<file path="config.mk">
export PLATFORM = sky130hd
export DESIGN_NAME = ccip_sniffer
export DESIGN_NICKNAME = d
export VERILOG_FILES = /design/src/common/sniff_pkg.sv /design/src/verilog/ccip_sniffer.sv /design/src/verilog/err_serializer.sv /design/src/verilog/err_fifo.sv /design/src/sniff_checks/mmio_rsp_tracker.sv /design/src/sniff_checks/c1tx_mcl_checker.sv /design/src/sniff_checks/c0tx_read_checker.sv
export SDC_FILE = /design/constraint.sdc
export NUM_CORES = 1
export LEC_CHECK = 0
export ABC_AREA = 0
export BUFFER_PORTS_ARGS = -buffer_cell sky130_fd_sc_hd__clkbuf_2
export CAP_MARGIN = 20
export CORE_MARGIN = 2
export CORE_UTILIZATION = 45
export CTS_CLUSTER_DIAMETER = 200
export DETAILED_ROUTE_END_ITERATION = 16
export REMOVE_ABC_BUFFERS = 1
export SLEW_MARGIN = 40
export SYNTH_ARGS = -nofsm -noshare
export SYNTH_HDL_FRONTEND = slang
export SYNTH_HIERARCHICAL = 1
export SYNTH_SLANG_ARGS = --single-unit
</file>
<file path="constraint.sdc">
create_clock -name clk -period 5.81 [get_ports clk]
set_input_delay 0.581 -clock clk [delete_from_list [all_inputs] [get_ports clk]]
set_output_delay 0.581 -clock clk [all_outputs]
set_load 0.01 [all_outputs]
</file>
<file path="src/common/sniff_pkg.sv">
// ***********************************************************
// CCI-P sniffer shared types, widths and request helpers
// ***********************************************************
`default_nettype none

package sniff_pkg;

   // Cache-line address width
   localparam int CL_ADDR_WIDTH = 42;

   // MMIO transaction ID width, one tracker per TID
   localparam int MMIO_TID_WIDTH = 4;
   localparam int MMIO_NUM_TIDS = 2 ** MMIO_TID_WIDTH;

   // Cycles an MMIO read may stay outstanding
   localparam int MMIO_RSP_TIMEOUT = 64;
   localparam int MMIO_TIMER_WIDTH = $clog2(MMIO_RSP_TIMEOUT + 1);

   // Error vector buffer
   localparam int SNIFF_FIFO_DEPTH = 8;
   localparam int SNIFF_PTR_WIDTH = $clog2(SNIFF_FIFO_DEPTH);
   localparam int SNIFF_CNT_WIDTH = $clog2(SNIFF_FIFO_DEPTH + 1);

   // Error codes
   localparam int SNIFF_NUM_CODES = 18;
   localparam int SNIFF_CODE_WIDTH = 5;

   // Unified request type, write encodings as on CCI-P channel 1
   // Reads moved to the upper half so both channels share one enum
   typedef enum logic [3:0] {
      WRLINE_I = 4'h0,
      WRLINE_M = 4'h1,
      WRPUSH_I = 4'h2,
      WRFENCE  = 4'h4,
      RDLINE_S = 4'h8,
      RDLINE_I = 4'h9
   } ccip_req_t;

   // Lines per request
   typedef enum logic [1:0] {
      LEN_1CL = 2'b00,
      LEN_2CL = 2'b01,
      LEN_3CL = 2'b10,
      LEN_4CL = 2'b11
   } cl_len_t;

   // Code value doubles as bit index in the error vector
   typedef enum logic [SNIFF_CODE_WIDTH-1:0] {
      C0TX_INVALID_REQTYPE,
      C0TX_OVERFLOW,
      C0TX_ADDRALIGN_2,
      C0TX_ADDRALIGN_4,
      C0TX_3CL_REQUEST,
      C0TX_ADDR_ZERO_WARN,
      C1TX_INVALID_REQTYPE,
      C1TX_OVERFLOW,
      C1TX_ADDRALIGN_2,
      C1TX_ADDRALIGN_4,
      C1TX_SOP_NOT_SET,
      C1TX_SOP_SET_MCL1TO3,
      C1TX_3CL_REQUEST,
      C1TX_WRFENCE_IN_MCL1TO3,
      C1TX_UNEXP_REQTYPE,
      C1TX_ADDR_ZERO_WARN,
      MMIO_RDRSP_TIMEOUT,
      MMIO_RDRSP_UNSOLICITED
   } sniff_code_t;

   // One bit per error code
   typedef logic [SNIFF_NUM_CODES-1:0] sniff_vec_t;

   // Channel 0 read request header
   typedef struct packed {
      logic                     valid;
      cl_len_t                  cl_len;
      ccip_req_t                req_type;
      logic [CL_ADDR_WIDTH-1:0] address;
   } c0_req_t;

   // Channel 1 write request header
   typedef struct packed {
      logic                     valid;
      logic                     sop;
      cl_len_t                  cl_len;
      ccip_req_t                req_type;
      logic [CL_ADDR_WIDTH-1:0] address;
   } c1_req_t;

   // MMIO read request or response event
   typedef struct packed {
      logic                      valid;
      logic [MMIO_TID_WIDTH-1:0] tid;
   } mmio_evt_t;

   function automatic logic is_read_req(input ccip_req_t t);
      return t inside {RDLINE_S, RDLINE_I};
   endfunction

   function automatic logic is_write_req(input ccip_req_t t);
      return t inside {WRLINE_M, WRLINE_I, WRPUSH_I};
   endfunction

   // 2-line request must start on an even line
   function automatic logic misalign_2cl(input cl_len_t len, input logic [1:0] addr_lo);
      return (len == LEN_2CL) && addr_lo[0];
   endfunction

   // 4-line request must start on a 4-line boundary
   function automatic logic misalign_4cl(input cl_len_t len, input logic [1:0] addr_lo);
      return (len == LEN_4CL) && (addr_lo != 2'b00);
   endfunction

endpackage

`default_nettype wire
</file>
<file path="src/verilog/ccip_sniffer.sv">
// ***********************************************************
// CCI-P transmit protocol checker top level
// ***********************************************************
`timescale 1ns/1ps
`default_nettype none

module ccip_sniffer
   import sniff_pkg::*;
(
   input  wire logic       clk,
   input  wire logic       ase_reset,
   // Observed traffic, no back-pressure
   input  wire c0_req_t    c0_req,
   input  wire c1_req_t    c1_req,
   input  wire mmio_evt_t  mmio_req,
   input  wire mmio_evt_t  mmio_rsp,
   input  wire logic       c0_full,
   input  wire logic       c1_full,
   // Error code stream
   input  wire logic       err_ready,
   output logic            err_valid,
   output sniff_code_t     err_code,
   output logic            lost_events
);

   sniff_vec_t c0_errs;
   sniff_vec_t c1_errs;
   sniff_vec_t mmio_errs;
   sniff_vec_t err_vec;
   sniff_vec_t head_vec;
   logic       head_valid;
   logic       head_ready;

   c0tx_read_checker u_c0_chk (
      .clk       (clk),
      .ase_reset (ase_reset),
      .c0_req    (c0_req),
      .c0_full   (c0_full),
      .c0_errs   (c0_errs)
   );

   c1tx_mcl_checker u_c1_chk (
      .clk       (clk),
      .ase_reset (ase_reset),
      .c1_req    (c1_req),
      .c1_full   (c1_full),
      .c1_errs   (c1_errs)
   );

   mmio_rsp_tracker u_mmio_trk (
      .clk       (clk),
      .ase_reset (ase_reset),
      .mmio_req  (mmio_req),
      .mmio_rsp  (mmio_rsp),
      .mmio_errs (mmio_errs)
   );

   // Checkers own disjoint bits
   assign err_vec = c0_errs | c1_errs | mmio_errs;

   err_fifo u_fifo (
      .clk         (clk),
      .ase_reset   (ase_reset),
      .err_vec     (err_vec),
      .head_ready  (head_ready),
      .head_vec    (head_vec),
      .head_valid  (head_valid),
      .lost_events (lost_events)
   );

   err_serializer u_ser (
      .clk        (clk),
      .ase_reset  (ase_reset),
      .head_vec   (head_vec),
      .head_valid (head_valid),
      .err_ready  (err_ready),
      .head_ready (head_ready),
      .err_valid  (err_valid),
      .err_code   (err_code)
   );

endmodule

`default_nettype wire

</file>
<file path="src/verilog/err_serializer.sv">
// ***********************************************************
// Error serializer, one code per transfer, lowest bit first
// ***********************************************************
`timescale 1ns/1ps
`default_nettype none

module err_serializer
   import sniff_pkg::*;
(
   input  wire logic       clk,
   input  wire logic       ase_reset,
   input  wire sniff_vec_t head_vec,
   input  wire logic       head_valid,
   input  wire logic       err_ready,
   output logic            head_ready,
   output logic            err_valid,
   output sniff_code_t     err_code
);

   sniff_vec_t                  sent_mask;
   sniff_vec_t                  pending;
   sniff_vec_t                  code_bit;
   logic [SNIFF_CODE_WIDTH-1:0] code_idx;
   logic                        last_code;
   logic                        accept;

   // Bits of the head vector not yet handed out
   assign pending = head_valid ? (head_vec & ~sent_mask) : '0;

   // Lowest pending index wins
   always_comb begin
      code_idx = '0;
      for (int i = SNIFF_NUM_CODES - 1; i >= 0; i--) begin
         if (pending[i]) begin
            code_idx = SNIFF_CODE_WIDTH'(i);
         end
      end
   end

   assign code_bit  = {{(SNIFF_NUM_CODES - 1){1'b0}}, 1'b1} << code_idx;
   assign last_code = ((pending & ~code_bit) == '0);

   // Code stays put until taken since mask and head only move on accept
   assign err_valid  = |pending;
   assign err_code   = sniff_code_t'(code_idx);
   assign accept     = err_valid && err_ready;
   // Pops the FIFO on the edge the last code leaves
   assign head_ready = accept && last_code;

   always_ff @(posedge clk) begin
      if (ase_reset) begin
         sent_mask <= '0;
      end else if (accept) begin
         sent_mask <= last_code ? '0 : (sent_mask | code_bit);
      end
   end

endmodule

`default_nettype wire

</file>
<file path="src/verilog/err_fifo.sv">
// ***********************************************************
// Error vector FIFO, sticky flag on dropped vectors
// ***********************************************************
`timescale 1ns/1ps
`default_nettype none

module err_fifo
   import sniff_pkg::*;
(
   input  wire logic       clk,
   input  wire logic       ase_reset,
   input  wire sniff_vec_t err_vec,
   input  wire logic       head_ready,
   output sniff_vec_t      head_vec,
   output logic            head_valid,
   output logic            lost_events
);

   sniff_vec_t                 mem [SNIFF_FIFO_DEPTH];
   logic [SNIFF_PTR_WIDTH-1:0] wr_ptr;
   logic [SNIFF_PTR_WIDTH-1:0] rd_ptr;
   logic [SNIFF_CNT_WIDTH-1:0] count;
   logic                       full;
   logic                       push_req;
   logic                       push;
   logic                       pop;

   // Only cycles with at least one error are stored
   assign push_req = |err_vec;
   // Full is judged before a same-cycle pop
   assign full     = (count == SNIFF_CNT_WIDTH'(SNIFF_FIFO_DEPTH));
   assign push     = push_req && !full;
   assign pop      = head_valid && head_ready;

   assign head_valid = (count != '0);
   assign head_vec   = mem[rd_ptr];

   always_ff @(posedge clk) begin
      if (push) begin
         mem[wr_ptr] <= err_vec;
      end
   end

   always_ff @(posedge clk) begin
      if (ase_reset) begin
         wr_ptr      <= '0;
         rd_ptr      <= '0;
         count       <= '0;
         lost_events <= 1'b0;
      end else begin
         if (push) begin
            wr_ptr <= (wr_ptr == SNIFF_PTR_WIDTH'(SNIFF_FIFO_DEPTH - 1)) ? '0 : wr_ptr + 1'b1;
         end
         if (pop) begin
            rd_ptr <= (rd_ptr == SNIFF_PTR_WIDTH'(SNIFF_FIFO_DEPTH - 1)) ? '0 : rd_ptr + 1'b1;
         end
         // Simultaneous push and pop leaves count unchanged
         if (push && !pop) begin
            count <= count + 1'b1;
         end else if (pop && !push) begin
            count <= count - 1'b1;
         end
         // Sticky until reset
         if (push_req && full) begin
            lost_events <= 1'b1;
         end
      end
   end

endmodule

`default_nettype wire

</file>
<file path="src/sniff_checks/mmio_rsp_tracker.sv">
// ***********************************************************
// MMIO read tracker, flags unsolicited and late responses
// ***********************************************************
`timescale 1ns/1ps
`default_nettype none

module mmio_rsp_tracker
   import sniff_pkg::*;
(
   input  wire logic       clk,
   input  wire logic       ase_reset,
   input  wire mmio_evt_t  mmio_req,
   input  wire mmio_evt_t  mmio_rsp,
   output sniff_vec_t      mmio_errs
);

   logic [MMIO_NUM_TIDS-1:0]    active;
   logic [MMIO_TIMER_WIDTH-1:0] timer [MMIO_NUM_TIDS];
   logic [MMIO_NUM_TIDS-1:0]    req_hit;
   logic [MMIO_NUM_TIDS-1:0]    rsp_hit;
   logic [MMIO_NUM_TIDS-1:0]    expire;
   sniff_vec_t                  mmio_next;

   // Per-TID decode and expiry
   always_comb begin
      for (int i = 0; i < MMIO_NUM_TIDS; i++) begin
         req_hit[i] = mmio_req.valid && (mmio_req.tid == MMIO_TID_WIDTH'(i));
         rsp_hit[i] = mmio_rsp.valid && (mmio_rsp.tid == MMIO_TID_WIDTH'(i));
         // Timer steps onto the limit this edge
         expire[i]  = active[i] && !req_hit[i] && !rsp_hit[i] &&
                      (timer[i] == MMIO_TIMER_WIDTH'(MMIO_RSP_TIMEOUT - 1));
      end
   end

   always_comb begin
      mmio_next = '0;
      // Response with nothing outstanding on that TID
      mmio_next[MMIO_RDRSP_UNSOLICITED] = mmio_rsp.valid && !active[mmio_rsp.tid];
      mmio_next[MMIO_RDRSP_TIMEOUT] = |expire;
   end

   // Request wins over a response on the same TID
   always_ff @(posedge clk) begin
      if (ase_reset) begin
         active    <= '0;
         mmio_errs <= '0;
      end else begin
         for (int i = 0; i < MMIO_NUM_TIDS; i++) begin
            if (req_hit[i]) begin
               active[i] <= 1'b1;
            end else if (rsp_hit[i]) begin
               active[i] <= 1'b0;
            end
         end
         mmio_errs <= mmio_next;
      end
   end

   // Timers saturate at the limit so a timeout fires once
   // Entry stays active, late response clears it quietly
   always_ff @(posedge clk) begin
      for (int i = 0; i < MMIO_NUM_TIDS; i++) begin
         if (req_hit[i] || rsp_hit[i]) begin
            timer[i] <= '0;
         end else if (active[i] &&
                      (timer[i] != MMIO_TIMER_WIDTH'(MMIO_RSP_TIMEOUT))) begin
            timer[i] <= timer[i] + 1'b1;
         end
      end
   end

endmodule

`default_nettype wire

</file>
<file path="src/sniff_checks/c1tx_mcl_checker.sv">
// ***********************************************************
// Channel 1 write checker, follows multi-line write bursts
// ***********************************************************
`timescale 1ns/1ps
`default_nettype none

module c1tx_mcl_checker
   import sniff_pkg::*;
(
   input  wire logic       clk,
   input  wire logic       ase_reset,
   input  wire c1_req_t    c1_req,
   input  wire logic       c1_full,
   output sniff_vec_t      c1_errs
);

   // Which beat of a burst comes next
   typedef enum logic [1:0] {
      EXP_FIRST,
      EXP_2ND,
      EXP_3RD,
      EXP_4TH
   } burst_state_t;

   burst_state_t state;
   burst_state_t state_next;
   ccip_req_t    base_type;
   cl_len_t      base_len;
   sniff_vec_t   c1_next;
   logic         is_wr;
   logic         is_fence;
   logic         burst_start;

   assign is_wr    = c1_req.valid && is_write_req(c1_req.req_type);
   assign is_fence = c1_req.valid && (c1_req.req_type == WRFENCE);

   // Only a proper SOP beat of 2 or 4 lines opens a burst
   assign burst_start = (state == EXP_FIRST) && is_wr && c1_req.sop &&
                        (c1_req.cl_len inside {LEN_2CL, LEN_4CL});

   // Error bits
   always_comb begin
      c1_next = '0;
      if (c1_req.valid) begin
         c1_next[C1TX_INVALID_REQTYPE] = !(is_write_req(c1_req.req_type) ||
                                           (c1_req.req_type == WRFENCE));
         c1_next[C1TX_OVERFLOW] = c1_full;
      end
      if (state == EXP_FIRST) begin
         if (is_wr) begin
            // Missing SOP, beat counted as single line
            c1_next[C1TX_SOP_NOT_SET] = !c1_req.sop;
            c1_next[C1TX_3CL_REQUEST] = (c1_req.cl_len == LEN_3CL);
            c1_next[C1TX_ADDRALIGN_2] = misalign_2cl(c1_req.cl_len, c1_req.address[1:0]);
            c1_next[C1TX_ADDRALIGN_4] = misalign_4cl(c1_req.cl_len, c1_req.address[1:0]);
            c1_next[C1TX_ADDR_ZERO_WARN] = (c1_req.address == '0);
         end
      end else begin
         // Later beats must not carry SOP
         c1_next[C1TX_SOP_SET_MCL1TO3] = c1_req.valid && c1_req.sop;
         // Fence cannot split a burst
         c1_next[C1TX_WRFENCE_IN_MCL1TO3] = is_fence;
         // Type must match the SOP beat
         c1_next[C1TX_UNEXP_REQTYPE] = is_wr && (c1_req.req_type != base_type);
      end
   end

   // Burst sequencing, fences and bad types hold the state
   always_comb begin
      state_next = state;
      case (state)
         EXP_FIRST: begin
            if (burst_start) begin
               state_next = EXP_2ND;
            end
         end
         EXP_2ND: begin
            if (is_wr) begin
               state_next = (base_len == LEN_4CL) ? EXP_3RD : EXP_FIRST;
            end
         end
         EXP_3RD: begin
            if (is_wr) begin
               state_next = EXP_4TH;
            end
         end
         EXP_4TH: begin
            if (is_wr) begin
               state_next = EXP_FIRST;
            end
         end
         default: begin
            state_next = EXP_FIRST;
         end
      endcase
   end

   always_ff @(posedge clk) begin
      if (ase_reset) begin
         state   <= EXP_FIRST;
         c1_errs <= '0;
      end else begin
         state   <= state_next;
         c1_errs <= c1_next;
      end
   end

   // Captured at SOP, only read while a burst is open
   always_ff @(posedge clk) begin
      if (burst_start) begin
         base_type <= c1_req.req_type;
         base_len  <= c1_req.cl_len;
      end
   end

endmodule

`default_nettype wire

</file>
<file path="src/sniff_checks/c0tx_read_checker.sv">
// ***********************************************************
// Channel 0 read request checker, one error bit per rule
// ***********************************************************
`timescale 1ns/1ps
`default_nettype none

module c0tx_read_checker
   import sniff_pkg::*;
(
   input  wire logic       clk,
   input  wire logic       ase_reset,
   input  wire c0_req_t    c0_req,
   input  wire logic       c0_full,
   output sniff_vec_t      c0_errs
);

   sniff_vec_t c0_next;
   logic       is_rd;

   // Length and address rules only apply to real reads
   assign is_rd = c0_req.valid && is_read_req(c0_req.req_type);

   always_comb begin
      c0_next = '0;
      if (c0_req.valid) begin
         // Anything other than RDLINE_S or RDLINE_I
         c0_next[C0TX_INVALID_REQTYPE] = !is_read_req(c0_req.req_type);
         // Issued while channel almost full
         c0_next[C0TX_OVERFLOW] = c0_full;
      end
      if (is_rd) begin
         // 3-line reads do not exist on CCI-P
         c0_next[C0TX_3CL_REQUEST] = (c0_req.cl_len == LEN_3CL);
         // Multi-line alignment
         c0_next[C0TX_ADDRALIGN_2] = misalign_2cl(c0_req.cl_len, c0_req.address[1:0]);
         c0_next[C0TX_ADDRALIGN_4] = misalign_4cl(c0_req.cl_len, c0_req.address[1:0]);
         // Zero address, warning only
         c0_next[C0TX_ADDR_ZERO_WARN] = (c0_req.address == '0);
      end
   end

   // Registered once per cycle
   always_ff @(posedge clk) begin
      if (ase_reset) begin
         c0_errs <= '0;
      end else begin
         c0_errs <= c0_next;
      end
   end

endmodule

`default_nettype wire

</file>
==> flow_summary.yaml <==
clocking:
  clkSlewWorstSetupHoldPaths_ps: 60
  post_cts_resized: 0
  clk_path_buf_depth: 3
  holdBufCountCts: 0
  postCtsSetupRepairBufs: 0
  cts_buffers: 37
  cts_tree: "built"
  clock-root-buffer: "clkbuf_16"
  h-tree-depth: 2
  insertion_delay_ps: 530
  clock_sinks: 330
final_layout:
  seq_area_um2: 9230
  diodes: 0
  multi_input_area_um2: 6690
  fillers: 3163
  fin_cells: 1985
  syn_to_final_growth_pct: 13.0
  design_area_um2: 18600
  num-nets-final: 1643
  utilization: 0.513
  drive_gt1_frac: 0.190
logic_synthesis:
  ys_top_cells_by_area: "edfxtp_1 (48%), dfxtp_1 (8.2%), mux4_1 (4.5%)"
  synth.distinct_cells: 86
  yosysWarningCount: 6
  ys_seq_area_frac: 0.559
  synth_edf_count: 262
  yosysMostFrequentCell: "edfxtp_1"
  synth_async_sr_flop_share: 0
  ys_ff_latch: 330
  synth_common_cells: "edfxtp_1 (262), nor2_1 (160), nand3_1 (73)"
  synth_flop_cell: "edfxtp_1"
  netlist_area_um2: 16500
  syn_inst: 1364
  synth_top_area_frac: 0.477
  syn_area_per_cell_um2: 12.1
  yosysTopAreaCell: "edfxtp_1"
detailed_routing:
  remaining_drc_errors: 0
  wl_per_cell_um: 16.9
  vias: 10700
  dr_wl_met2_um: 16700
  met1_length_um: 15000
  postRouteAntennaNets: 0
  viasPerCell: 5.39
  first_pass_iters: 5
  drt_iter0_drc: 672
  routed_wl_um: 33600
  wl_met3_um: 1250
  top_layer: "met4"
sta:
  skew_ps: 26.9
  finalCritPeriodShare: 0.938
  drv_slew: 0
  worst_slew_pin_slew_ps: 722
  max_freq_mhz: 183
  relSlewSlack: 0.512
  hold_ws_ps: 250
  setup_violations: 0
  hold_viol: 0
  min_period_ps: 5450
  rsz0062_at_grt: "false"
hold_path:
  hold_depth: 2
  min_path_type: "input port to flip-flop"
  hold_path.startpoint: "c1_full"
  min_to: "u_c1_chk/c1_errs[7]$_SDFF_PP0_"
status:
  status: "finished, final reports clean"
critical_path:
  required_ps: 6200
  ff2ff_path_depth: 19
  regToRegSetupSlack_ps: 360
  start_kind: "flip-flop"
  endpoint_kind: "flip-flop"
  crit_type: "flip-flop to flip-flop"
  path_max_fanout: 36
  r2r-end: "u_fifo/count[3]$_SDFFE_PP0P_"
  arrival_ps: 5850
run:
  maxCapViolCount: 0
floorplanning:
  core_area_um2: 36300
  die_w_um: 196
  die_h_um: 196
  start_util: 0.454
  io_pins: 121
  rows: 70
  dieArea_um2: 38200
global_route:
  grt_pass1_wl_um: 54300
  grt_max_degree: 47
  antenna_found_initial: 0
  grtUsageTotal: 0.177
  grt_pass1_vias: 10600
  grt-ovfl-total: 0
power:
  power.leakage_nw: 6.52
  powerDensity_nw_per_um2: 310
  finalPower_mw: 5.77
  vdd_drop_max_v: 0.000231
place:
  dp_hpwl_um: 23100
  placed_cells: 1918
  placed_cell_area_um2: 17500
  io_buffers: 119
  place_congestion: 0.929
==> layout make-up <==
| class | instances | area share |
|---|---|---|
| clock inverter | 8 | 0.00416 |
| sequential | 330 | 0.495 |
| timing repair buffer | 137 | 0.0405 |
| clock buffer | 59 | 0.0590 |
| inverter | 57 | 0.0115 |
| tap | 468 | 0.0314 |
| multi-input combinational | 926 | 0.359 |
==> power breakdown <==
group	internal, mW	leakage (nW)	switching (mW)
logic	0.293	3.02	0.506
clock network	1.34	0.572	0.903
registers	2.67	2.93	0.0599
==> cell usage in the layout, fill, tap and decap left out, drive strengths merged, types with 6 or more instances in the layout <==
master	Yosys	final
nand4	8	8
clkbuf	24	178
nand3b	6	6
conb	3	36
inv	56	58
nor4b	20	20
nor3	26	26
xnor2	37	37
ha	39	39
mux4	40	40
o21ai	38	38
xor2	49	49
or2	26	26
mux2	20	20
nand3	74	74
dfxtp	68	68
buf	59	18
nor4	51	51
nand2	70	70
a31oi	9	9
or3	20	20
nor2	160	160
a21oi	47	47
nor2b	23	23
o22ai	18	18
nor3b	9	9
and3	12	12
nand2b	27	27
edfxtp	262	262
==> flip-flops by register name (all words and copies together), names as in the netlist, 2 cells and up, named ones only <==
register              flops
u_mmio_trk/mmio_errs      2
u_c1_chk/c1_errs         10
u_mmio_trk/active        16
u_c0_chk/c0_errs          6
u_fifo/count              4
u_c1_chk/base_type        4
u_mmio_trk/timer        112
u_fifo/rd_ptr             3
u_fifo/wr_ptr             3
u_ser/sent_mask          18
u_fifo/mem              144
u_c1_chk/base_len         2
==> through the flow <==
| step | setup TNS (ps) | setup WS [ps] |
|---|---|---|
| finish | 0 | 358 |
| floorplan | -1290 | -716 |
| CTS | 0 | 380 |
| detailed placement | 0 | 393 |
| global route | 0 | 33.6 |
| global placement | 0 | 304 |
==> routing by layer <==
metal	vias to the layer above	GRT usage
li1	5251	-
met1	5228	0.229
met3	53	0.0290
met4	0	0.0532
met2	174	0.307
met5	-	0
==> critical path, cell delays in order, from the launching register on <==
cell      delay [ps]
dfxtp_2          340
buf_12           250
mux4_1           610
mux2_2           280
nor2b_1          230
o41ai_4          440
nand3_1          230
o311a_1          390
nor4_1           210
o2111a_1         260
o211ai_2         120
nor4_4           310
nand2_1          190
ha_1             230
inv_1            130
ha_1             290
a21oi_1          200
a211oi_1          90
a31oi_1          160
mux2_2           350
==> cells by family after synthesis <==
family	Yosys count	share of synthesized area
AO/OA/AOI/OAI	147	0.0593
XOR/XNOR	86	0.0456
adder cells (fa/ha/maj)	41	0.0314
buffers and inverters	141	0.0452
flip-flops	330	0.559
multiplexers	63	0.0764
other	3	0.000682
AND/OR/NAND/NOR	553	0.182
==> how the worst max path moves through the flow <==
stage,startpoint,slack [ps],end
final,flip-flop,360,u_fifo/count[3]$_SDFFE_PP0P_
after global routing,flip-flop,30,u_fifo/count[3]$_SDFFE_PP0P_
after CTS,flip-flop,380,u_fifo/count[3]$_SDFFE_PP0P_
after detailed placement,flip-flop,390,u_fifo/count[3]$_SDFFE_PP0P_
after global placement,flip-flop,300,u_fifo/count[3]$_SDFFE_PP0P_
after floorplan,flip-flop,-720,u_fifo/count[3]$_SDFFE_PP0P_
No activity file was read; power rests on OpenSTA's default activity.
